$ cat src/include/decode_settings.svh
// Width macros for the decode stage: data word, register count, register select
`ifndef DECODE_SETTINGS_SVH
`define DECODE_SETTINGS_SVH

// Data and instruction word width
`define DATA_WIDTH 16

// General registers in the register file
`define REG_COUNT 8

// Bits needed to select one register
`define REG_SEL_W 3

// Opcode field sits in the top five bits of the instruction
`define OPCODE_W 5

`endif
$ cat src/verilog/decodePkg.sv
// Decode package: opcode, ALU class and destination enums, control and tag structs
`include "decode_settings.svh"

package decodePkg;

    // Opcodes in instr[15:11]; anything else decodes as NOP
    typedef enum logic [`OPCODE_W-1:0] {
        OP_HALT  = 5'b00000,
        OP_NOP   = 5'b00001,
        OP_J     = 5'b00100,
        OP_JAL   = 5'b00110,
        OP_ADDI  = 5'b01000,
        OP_ANDNI = 5'b01011,
        OP_BEQZ  = 5'b01100,
        OP_ST    = 5'b10000,
        OP_LD    = 5'b10001,
        OP_LBI   = 5'b11000,
        OP_RTYPE = 5'b11011
    } opcode_t;

    // ALU operation class; ALU_ADD is zero so idle rows give an all-zero ALU word
    typedef enum logic [2:0] {
        ALU_ADD   = 3'd0,
        ALU_PASS  = 3'd1,
        ALU_AND   = 3'd2,
        ALU_ANDN  = 3'd3,
        ALU_RTYPE = 3'd4
    } aluOp_t;

    // Which instruction field names the destination
    typedef enum logic [1:0] {
        FIELD_RT = 2'd0,
        FIELD_RS = 2'd1,
        FIELD_RD = 2'd2,
        LINK     = 2'd3
    } dstSel_t;

    // ALU operation codes
    localparam logic [3:0] OPER_ADD   = 4'd0;
    localparam logic [3:0] OPER_AND   = 4'd1;
    localparam logic [3:0] OPER_XOR   = 4'd2;
    localparam logic [3:0] OPER_PASSB = 4'd3;

    // Write-back source and B-operand source encodings
    localparam logic [1:0] REG_SRC_MEM = 2'b01;
    localparam logic [1:0] REG_SRC_PC2 = 2'b10;
    localparam logic [1:0] REG_SRC_IMM = 2'b11;
    localparam logic [1:0] B_SRC_IMM5   = 2'b01;
    localparam logic [1:0] B_SRC_IMM8   = 2'b10;
    localparam logic [1:0] B_SRC_SIMM11 = 2'b11;

    // One-hot branch kind bit positions
    localparam int BR_JUMP = 3;
    localparam int BR_ZERO = 2;

    typedef struct packed {
        logic       memRead;
        logic       memWrt;
        logic       immSrc;
        logic       aluSign;
        logic       aluJmp;
        logic [1:0] regSrc;
        logic [1:0] bSrc;
        logic [3:0] branchKind;
        logic       nHalt;
        logic       nop;
    } ctrl_t;

    typedef struct packed {
        logic [3:0] oper;
        logic       invA;
        logic       invB;
        logic       cin;
    } aluCtrl_t;

    typedef struct packed {
        logic                  regWrt;
        logic [`REG_SEL_W-1:0] rd;
    } wbTag_t;

    typedef struct packed {
        logic [`DATA_WIDTH-1:0] imm5;
        logic [`DATA_WIDTH-1:0] imm8;
        logic [`DATA_WIDTH-1:0] sImm8;
        logic [`DATA_WIDTH-1:0] sImm11;
    } immSet_t;

endpackage

$ cat src/verilog/decode.sv
// Decode stage top: NOP forcing, destination select, immediates, register file and tag pipe
`include "decode_settings.svh"

module decode (
    input  logic                   clk,
    input  logic                   rstN,
    input  logic [`DATA_WIDTH-1:0] instr,
    input  logic [`DATA_WIDTH-1:0] instrNext,
    input  logic [`DATA_WIDTH-1:0] wbData,
    input  logic                   nopInsert,
    output decodePkg::ctrl_t       ctrl,
    output decodePkg::aluCtrl_t    alu,
    output decodePkg::immSet_t     imm,
    output logic [`DATA_WIDTH-1:0] rsData,
    output logic [`DATA_WIDTH-1:0] rtData,
    output decodePkg::wbTag_t      stage1,
    output decodePkg::wbTag_t      stage2,
    output decodePkg::wbTag_t      wbTag,
    output logic                   valid,
    output logic                   branchKill
);

    import decodePkg::*;

    logic [`DATA_WIDTH-1:0] ctrlInstr;
    aluOp_t                 aluOp;
    logic                   regWrt;
    dstSel_t                dstSel;
    logic                   zeroExt;
    logic [`REG_SEL_W-1:0]  rdSel;
    wbTag_t                 newTag;

    // Hazard unit bubble makes control see a NOP while operands still read normally
    assign ctrlInstr = nopInsert ? {OP_NOP, {(`DATA_WIDTH-`OPCODE_W){1'b0}}} : instr;

    instrControl uCtrl (
        .instr   (ctrlInstr),
        .ctrl    (ctrl),
        .aluOp   (aluOp),
        .regWrt  (regWrt),
        .dstSel  (dstSel),
        .zeroExt (zeroExt)
    );

    aluControl uAluCtrl (
        .aluOp (aluOp),
        .funct (instr[1:0]),
        .alu   (alu)
    );

    always_comb begin
        case (dstSel)
            FIELD_RT: rdSel = instr[7:5];
            FIELD_RS: rdSel = instr[10:8];
            FIELD_RD: rdSel = instr[4:2];
            default:  rdSel = {`REG_SEL_W{1'b1}};
        endcase
    end

    assign newTag = '{regWrt: regWrt, rd: rdSel};

    wbTagPipe uTagPipe (
        .clk    (clk),
        .rstN   (rstN),
        .newTag (newTag),
        .stage1 (stage1),
        .stage2 (stage2),
        .wbTag  (wbTag)
    );

    regFileBypass uRegFile (
        .clk    (clk),
        .rstN   (rstN),
        .rsSel  (instr[10:8]),
        .rtSel  (instr[7:5]),
        .wbTag  (wbTag),
        .wbData (wbData),
        .rsData (rsData),
        .rtData (rtData)
    );

    // Immediate forms; zeroExt only affects imm5 and imm8
    always_comb begin
        imm.sImm8  = {{(`DATA_WIDTH-8){instr[7]}}, instr[7:0]};
        imm.sImm11 = {{(`DATA_WIDTH-11){instr[10]}}, instr[10:0]};
        if (zeroExt) begin
            imm.imm5 = {{(`DATA_WIDTH-5){1'b0}}, instr[4:0]};
            imm.imm8 = {{(`DATA_WIDTH-8){1'b0}}, instr[7:0]};
        end else begin
            imm.imm5 = {{(`DATA_WIDTH-5){instr[4]}}, instr[4:0]};
            imm.imm8 = imm.sImm8;
        end
    end

    // All-zero word is only a real instruction when fetch also has nothing
    assign valid = (|instr) | ~(|instrNext);

    assign branchKill = ctrl.branchKind[BR_JUMP] | ctrl.branchKind[BR_ZERO];

endmodule

$ cat src/verilog/wbTagPipe.sv
// Three-stage shift of write-back tags with the first two stages exposed
module wbTagPipe (
    input  logic              clk,
    input  logic              rstN,
    input  decodePkg::wbTag_t newTag,
    output decodePkg::wbTag_t stage1,
    output decodePkg::wbTag_t stage2,
    output decodePkg::wbTag_t wbTag
);

    import decodePkg::*;

    // Tags follow the instruction through execute and memory
    always_ff @(posedge clk or negedge rstN) begin
        if (!rstN) begin
            stage1 <= '0;
            stage2 <= '0;
            wbTag  <= '0;
        end else begin
            stage1 <= newTag;
            stage2 <= stage1;
            wbTag  <= stage2;
        end
    end

    // No stray write may leave the pipe right after reset
    cleanAfterReset: assert property (
        @(posedge clk)
        $rose(rstN) |-> !wbTag.regWrt
    ) else $error("write-back tag active on first clock after reset");

endmodule

$ cat src/verilog/regFileBypass.sv
// Eight-entry register file: two read ports, one write port, write-to-read bypass
`include "decode_settings.svh"

module regFileBypass (
    input  logic                   clk,
    input  logic                   rstN,
    input  logic [`REG_SEL_W-1:0]  rsSel,
    input  logic [`REG_SEL_W-1:0]  rtSel,
    input  decodePkg::wbTag_t      wbTag,
    input  logic [`DATA_WIDTH-1:0] wbData,
    output logic [`DATA_WIDTH-1:0] rsData,
    output logic [`DATA_WIDTH-1:0] rtData
);

    import decodePkg::*;

    logic [`DATA_WIDTH-1:0] regs [`REG_COUNT];
    logic                   rsHit;
    logic                   rtHit;

    always_ff @(posedge clk or negedge rstN) begin
        if (!rstN) begin
            for (int i = 0; i < `REG_COUNT; i++) begin
                regs[i] <= '0;
            end
        end else if (wbTag.regWrt) begin
            regs[wbTag.rd] <= wbData;
        end
    end

    // Same-cycle write forwards straight to the read port
    assign rsHit = wbTag.regWrt && (wbTag.rd == rsSel);
    assign rtHit = wbTag.regWrt && (wbTag.rd == rtSel);

    assign rsData = rsHit ? wbData : regs[rsSel];
    assign rtData = rtHit ? wbData : regs[rtSel];

    // A write arriving from the tag pipe must name a real register
    wrtTargetKnown: assert property (
        @(posedge clk) disable iff (!rstN)
        wbTag.regWrt |-> !$isunknown(wbTag.rd)
    ) else $error("register write with unknown destination");

endmodule

$ cat src/verilog/aluControl.sv
// ALU control: operation class and R-type funct to operation code, inversions and carry-in
module aluControl (
    input  decodePkg::aluOp_t   aluOp,
    input  logic [1:0]          funct,
    output decodePkg::aluCtrl_t alu
);

    import decodePkg::*;

    always_comb begin
        alu = '0;

        case (aluOp)
            ALU_PASS: alu.oper = OPER_PASSB;
            ALU_AND:  alu.oper = OPER_AND;
            ALU_ANDN: begin
                // AND with the inverted immediate
                alu.oper = OPER_AND;
                alu.invB = 1'b1;
            end
            ALU_RTYPE: begin
                case (funct)
                    2'b00: alu.oper = OPER_ADD;
                    2'b01: begin
                        // Subtract as A + ~B + 1
                        alu.oper = OPER_ADD;
                        alu.invB = 1'b1;
                        alu.cin  = 1'b1;
                    end
                    2'b10: alu.oper = OPER_AND;
                    default: alu.oper = OPER_XOR;
                endcase
            end
            default: alu.oper = OPER_ADD;
        endcase
    end

endmodule

$ cat src/verilog/instrControl.sv
// Main control decoder: opcode to control struct, ALU class, write-back tag fields, extend mode
`include "decode_settings.svh"

module instrControl (
    input  logic [`DATA_WIDTH-1:0] instr,
    output decodePkg::ctrl_t       ctrl,
    output decodePkg::aluOp_t      aluOp,
    output logic                   regWrt,
    output decodePkg::dstSel_t     dstSel,
    output logic                   zeroExt
);

    import decodePkg::*;

    opcode_t opcode;

    assign opcode = opcode_t'(instr[`DATA_WIDTH-1 -: `OPCODE_W]);

    always_comb begin
        // Idle defaults; every row only sets what it needs
        ctrl       = '0;
        ctrl.nHalt = 1'b1;
        aluOp      = ALU_ADD;
        regWrt     = 1'b0;
        dstSel     = FIELD_RT;
        zeroExt    = 1'b0;

        case (opcode)
            OP_ADDI: begin
                regWrt      = 1'b1;
                dstSel      = FIELD_RT;
                aluOp       = ALU_ADD;
                ctrl.bSrc   = B_SRC_IMM5;
                ctrl.immSrc = 1'b1;
            end
            OP_ANDNI: begin
                regWrt    = 1'b1;
                dstSel    = FIELD_RT;
                aluOp     = ALU_ANDN;
                ctrl.bSrc = B_SRC_IMM5;
                zeroExt   = 1'b1;
            end
            OP_LD: begin
                regWrt       = 1'b1;
                dstSel       = FIELD_RT;
                aluOp        = ALU_ADD;
                ctrl.bSrc    = B_SRC_IMM5;
                ctrl.memRead = 1'b1;
                ctrl.regSrc  = REG_SRC_MEM;
            end
            OP_ST: begin
                aluOp       = ALU_ADD;
                ctrl.bSrc   = B_SRC_IMM5;
                ctrl.memWrt = 1'b1;
            end
            OP_LBI: begin
                regWrt      = 1'b1;
                dstSel      = FIELD_RS;
                aluOp       = ALU_PASS;
                ctrl.bSrc   = B_SRC_IMM8;
                ctrl.regSrc = REG_SRC_IMM;
            end
            OP_RTYPE: begin
                regWrt = 1'b1;
                dstSel = FIELD_RD;
                aluOp  = ALU_RTYPE;
            end
            OP_BEQZ: begin
                ctrl.bSrc                = B_SRC_IMM8;
                ctrl.branchKind[BR_ZERO] = 1'b1;
            end
            OP_J: begin
                ctrl.bSrc                = B_SRC_SIMM11;
                ctrl.branchKind[BR_JUMP] = 1'b1;
                ctrl.aluJmp              = 1'b1;
            end
            OP_JAL: begin
                // Jump that also links PC+2 into r7
                regWrt                   = 1'b1;
                dstSel                   = LINK;
                ctrl.bSrc                = B_SRC_SIMM11;
                ctrl.branchKind[BR_JUMP] = 1'b1;
                ctrl.aluJmp              = 1'b1;
                ctrl.regSrc              = REG_SRC_PC2;
            end
            OP_HALT: begin
                ctrl.nHalt = 1'b0;
            end
            default: begin
                // OP_NOP and every undefined opcode
                ctrl.nop = 1'b1;
            end
        endcase
    end

endmodule

$ cat config.mk
export PLATFORM = sky130hd
export DESIGN_NAME = decode
export DESIGN_NICKNAME = d
export VERILOG_FILES = /design/src/verilog/decodePkg.sv /design/src/verilog/decode.sv /design/src/verilog/wbTagPipe.sv /design/src/verilog/regFileBypass.sv /design/src/verilog/aluControl.sv /design/src/verilog/instrControl.sv
export VERILOG_INCLUDE_DIRS = /design/src /design/src/include
export SDC_FILE = /design/constraint.sdc
export NUM_CORES = 1
export LEC_CHECK = 0
export BUFFER_PORTS_ARGS = -buffer_cell sky130_fd_sc_hd__buf_2
export CAP_MARGIN = 25
export CELL_PAD_IN_SITES_DETAIL_PLACEMENT = 0
export CELL_PAD_IN_SITES_GLOBAL_PLACEMENT = 2
export CORE_MARGIN = 2
export CORE_UTILIZATION = 40
export DETAILED_ROUTE_END_ITERATION = 12
export GPL_TIMING_DRIVEN = 0
export PLACE_DENSITY_LB_ADDON = 0.1
export SYNTH_ARGS = -nofsm -noshare
export SYNTH_HDL_FRONTEND = slang
export SYNTH_SLANG_ARGS = --single-unit
export TNS_END_PERCENT = 20
$ cat constraint.sdc
create_clock -name clk -period 2.75 [get_ports clk]
set_clock_uncertainty 0.15 [all_clocks]
set_input_delay 0.1375 -clock clk [delete_from_list [all_inputs] [get_ports clk]]
set_output_delay 0.1375 -clock clk [all_outputs]
set_load 0.005 [all_outputs]
==> run summary <==
The top cell types in the final layout, fill and taps aside, are buf_2 (174), dfrtp_1 (140), mux2_2 (90). The tools report the final hold violation count as 0. Start point of the worst min-delay path: instr[2]. The data required time of the critical path came out at 2460 ps.

The latest clock arrival within the worst-skew pair was 430 ps; the mean routed wirelength per cell was 22.40 um. For this run, the number of Yosys warnings is 0. The total number of H-tree levels was 4; the detailed-router iteration count before antenna repair was 4. On the worst path, the slowest cell contributes a delay of 380 ps. The worst register-to-register path ends at uRegFile.regs[61]. The filler cells instantiated in the layout total 1905. The async set or reset register ratio after synthesis is 1.000, and the gate count of the mapped netlist is 643. Count of buffers inserted at the top-level ports: 153.

The run gives 0.3392 as the max-slew headroom at the worst pin. After floorplanning, the core was sized to cover 20960 um^2. The cell with the largest stage delay on the worst path is dfrtp_1. The tools report the number of clock sinks as 140. The worst setup path is captured at an output pin. Counting tap cells, the placed design contains a total of 1079 instances.

Counting cells, the worst reg-to-reg path comes to 5. The number of flops mapped to enable cells by yosys was 0. The setup violation total in the final timing report came out at 0. The growth of design area from synthesis to finish works out to 22.14%. Leaving out fill and tap cells, the most frequent cell in the layout is buf_2.

After legalization and detailed placement, the total HPWL measured 16830 um. For the worst setup path, the data arrival time is 2330 ps. The run gives 0.4051 as the starting density of the core. The logs give 46 for the number of different library cells in the post-synthesis netlist and 0.4810 mV for the maximum resistive drop on vdd.

The flow ran to the end, and the final reports show no timing, DRC or antenna violations. Via-per-instance ratio: 5.350. The die width is 149.7 um, and the die boundary height is 149.7 um. The starting DRC count in detailed routing is 380. The number of buffers and inverters on the critical path came out at 3. For flop-to-flop paths, the worst setup slack is 460 ps. The part of the cycle the worst path needs is 0.9508. The share of the yosys chip area belonging to registers is 0.4127. Sink of the worst hold path: uTagPipe.stage1[0]. The synthesized area divided by synthesized cell count was 13.20 um^2; the max capacitance violation total was 0. Along the worst path, the maximum fanout reaches 10. Timing would allow up to 0.3825 GHz.

Setup repair after global routing could not meet its margin everywhere. Final max-slew violation count: 0. The critical path is of the flip-flop to output pin type.

The power per cell area works out to 691.8 nW/um^2. Cell class contributing the biggest share of worst-path delay: buffers and inverters. At the end of the flow, the number of nets in the layout was 878. The first global-routing pass estimated 37680 um of wire. Share of post-route cells with drive strength above 1: 0.5536. The post-synthesis cell type with the largest combined area was dfrtp_1. The number of nets with antenna violations after detailed routing came out at 0. The final critical path time including I/O delays and setup is 2615 ps, and the number of top-level pins is 183. The run gives 0 as the residual overflow from global routing. The aggregate routed wire length was 24970 um.

By area the synthesized netlist is led by dfrtp_1 (41%), mux4_2 (17%), mux2_2 (12%), buf_4 (7.1%), mux2_1 (5.0%). The placed instances occupy a cell area of 9671 um^2. CTS placed an instance of clkbuf_16 at the clock tree root. STA classifies the critical path startpoint as a flip-flop. In this run the critical register-to-register path is launched from uTagPipe.wbTag[3]. The logs give 53 for the number of standard-cell rows in the floorplan and 22400 um^2 for the die outline area. In this run the cell area of the synthesized design comes to 8488 um^2. The longest clock path from root to sink contains 2 buffers. Walking the worst path, the cells encountered are buf_4, xnor2_1, nand4_1, buf_4, a21oi_1, buf_2. Reported leakage power: 0.004812 uW. The run gives 0 as the number of antenna violations at the first check in global routing. The tools report the number of global-route vias before repair as 6210. TritonCTS built the clock tree. The run gives 5965 as the via count of the routed design. Type of the worst min-delay path: input pin to flip-flop. The largest net degree at the start of global routing was 77; the CTS clock-pin slew for the worst setup and hold paths was 60 ps. The finished layout holds 1115 standard cells, fillers aside. The tools report the overall fraction of global-route tracks in use as 0.2320. In the routed design, unresolved DRC markers number 0. Counting flops and latches in the post-synthesis netlist gives 140.

The finished cells cover 10370 um^2. The cell with the most instances on the worst path is buf_4. The transition time at the pin with the least slew margin came out at 991.2 ps.

The worst hold path passes through 3 cells. At the end of routability-driven placement, the weighted congestion stood at 0.8143. 0 antenna diodes ended up in the layout. In the synthesized netlist the dominant register cell turns out to be dfrtp_1.

The area share of the leading cell type in the synthesized netlist was 0.4127. Clock tree synthesis inserted a total of 17 buffers.
power breakdown:
group	internal [uW]	total [uW]	switching, uW
registers	2530	2860	334
clock network	1550	2540	990
logic	1090	1760	676
total	5170	7170	2000
what timing repair did:
item,CTS,global route
hold buffers,4,0
endpoints found under the hold margin,67,0
buffers inserted,0,0
resized for setup,0,3
setup endpoints to repair,0,10
cells in the mapped netlist (all sizes together) (3+ instances only):
cell	n
mux2	128
nand4	5
nand4b	3
buf	110
nand2	6
clkbuf	18
a21oi	37
mux4	64
a21o	3
mux2i	32
nor3	8
or2	3
dfrtp	140
nand2b	4
nor2	39
xnor2	6
nor3b	3
a221o	3
nor4	10
metrics by stage:
| step | setup TNS, ps | total power (uW) | hold WS (ps) | util | setup slack, ps |
|---|---|---|---|---|---|
| after floorplan | 0 | 4038 | -308.1 | - | 915.0 |
| after global placement | -81740 | 4594 | 217.9 | 0.4589 | -597.9 |
| after detailed placement | 0 | 4670 | 27.64 | 0.4615 | 71.01 |
| after CTS | 0 | 7231 | 9.385 | 0.4946 | 60.44 |
| after global routing | -2.544 | 7539 | 42.30 | 0.4947 | -2.544 |
| final | 0 | 7172 | 21.49 | 0.4947 | 135.4 |
tightest hold or removal path, cell delays in order:
cell,delay [ps]
buf_2,170
a221o_1,170
a21o_1,80
area by class of cell:
type | count | area, um^2 | share of cell area
tap | 275 | 344.1 | 0.03319
sequential | 140 | 3503 | 0.3379
buffer | 128 | 840.8 | 0.08110
clock buffer | 17 | 425.4 | 0.04103
timing repair buffer | 160 | 859.6 | 0.08291
multi-input combinational | 380 | 4165 | 0.4018
clock inverter | 15 | 229.0 | 0.02209
routing by layer:
| metal | vias up | part of all wire | global-route usage |
|---|---|---|---|
| li1 | 2693 | - | - |
| met1 | 3057 | 0.42 | 0.3044 |
| met2 | 188 | 0.50 | 0.3881 |
| met3 | 27 | 0.064 | 0.04909 |
| met4 | 0 | 0.018 | 0.07075 |
| met5 | - | 0 | 0 |
worst max path at each step:
stage                      startpoint           endpoint  slack (ps)  cells after the start
floorplan           uTagPipe.wbTag[2]  uRegFile.regs[90]         910                      5
global placement                 rstN  uRegFile.regs[90]        -600                      1
detailed placement           instr[7]            imm[44]          70                      6
CTS                          instr[7]            imm[44]          60                      6
global route        uTagPipe.wbTag[0]          rtData[4]          -3                      6
finish              uTagPipe.wbTag[1]          rtData[4]         140                      6
registers in the layout (all words and copies together), names as in the netlist:
name             flops
uTagPipe.stage2      4
uTagPipe.stage1      4
uTagPipe.wbTag       4
uRegFile.regs      128
logic make-up (layout without fill, tap and decap cells):
family / after synthesis / count (layout) / share of synthesized area
mux: 224 / 224 / 0.3774
flops: 140 / 140 / 0.4127
buf+inv: 128 / 320 / 0.09876
simple gates: 92 / 92 / 0.06751
compound gates: 52 / 52 / 0.03700
xor+xnor: 6 / 6 / 0.006191
other cells: 1 / 6 / 0.0004418
Note: power is estimated with default switching activity, not from simulation.
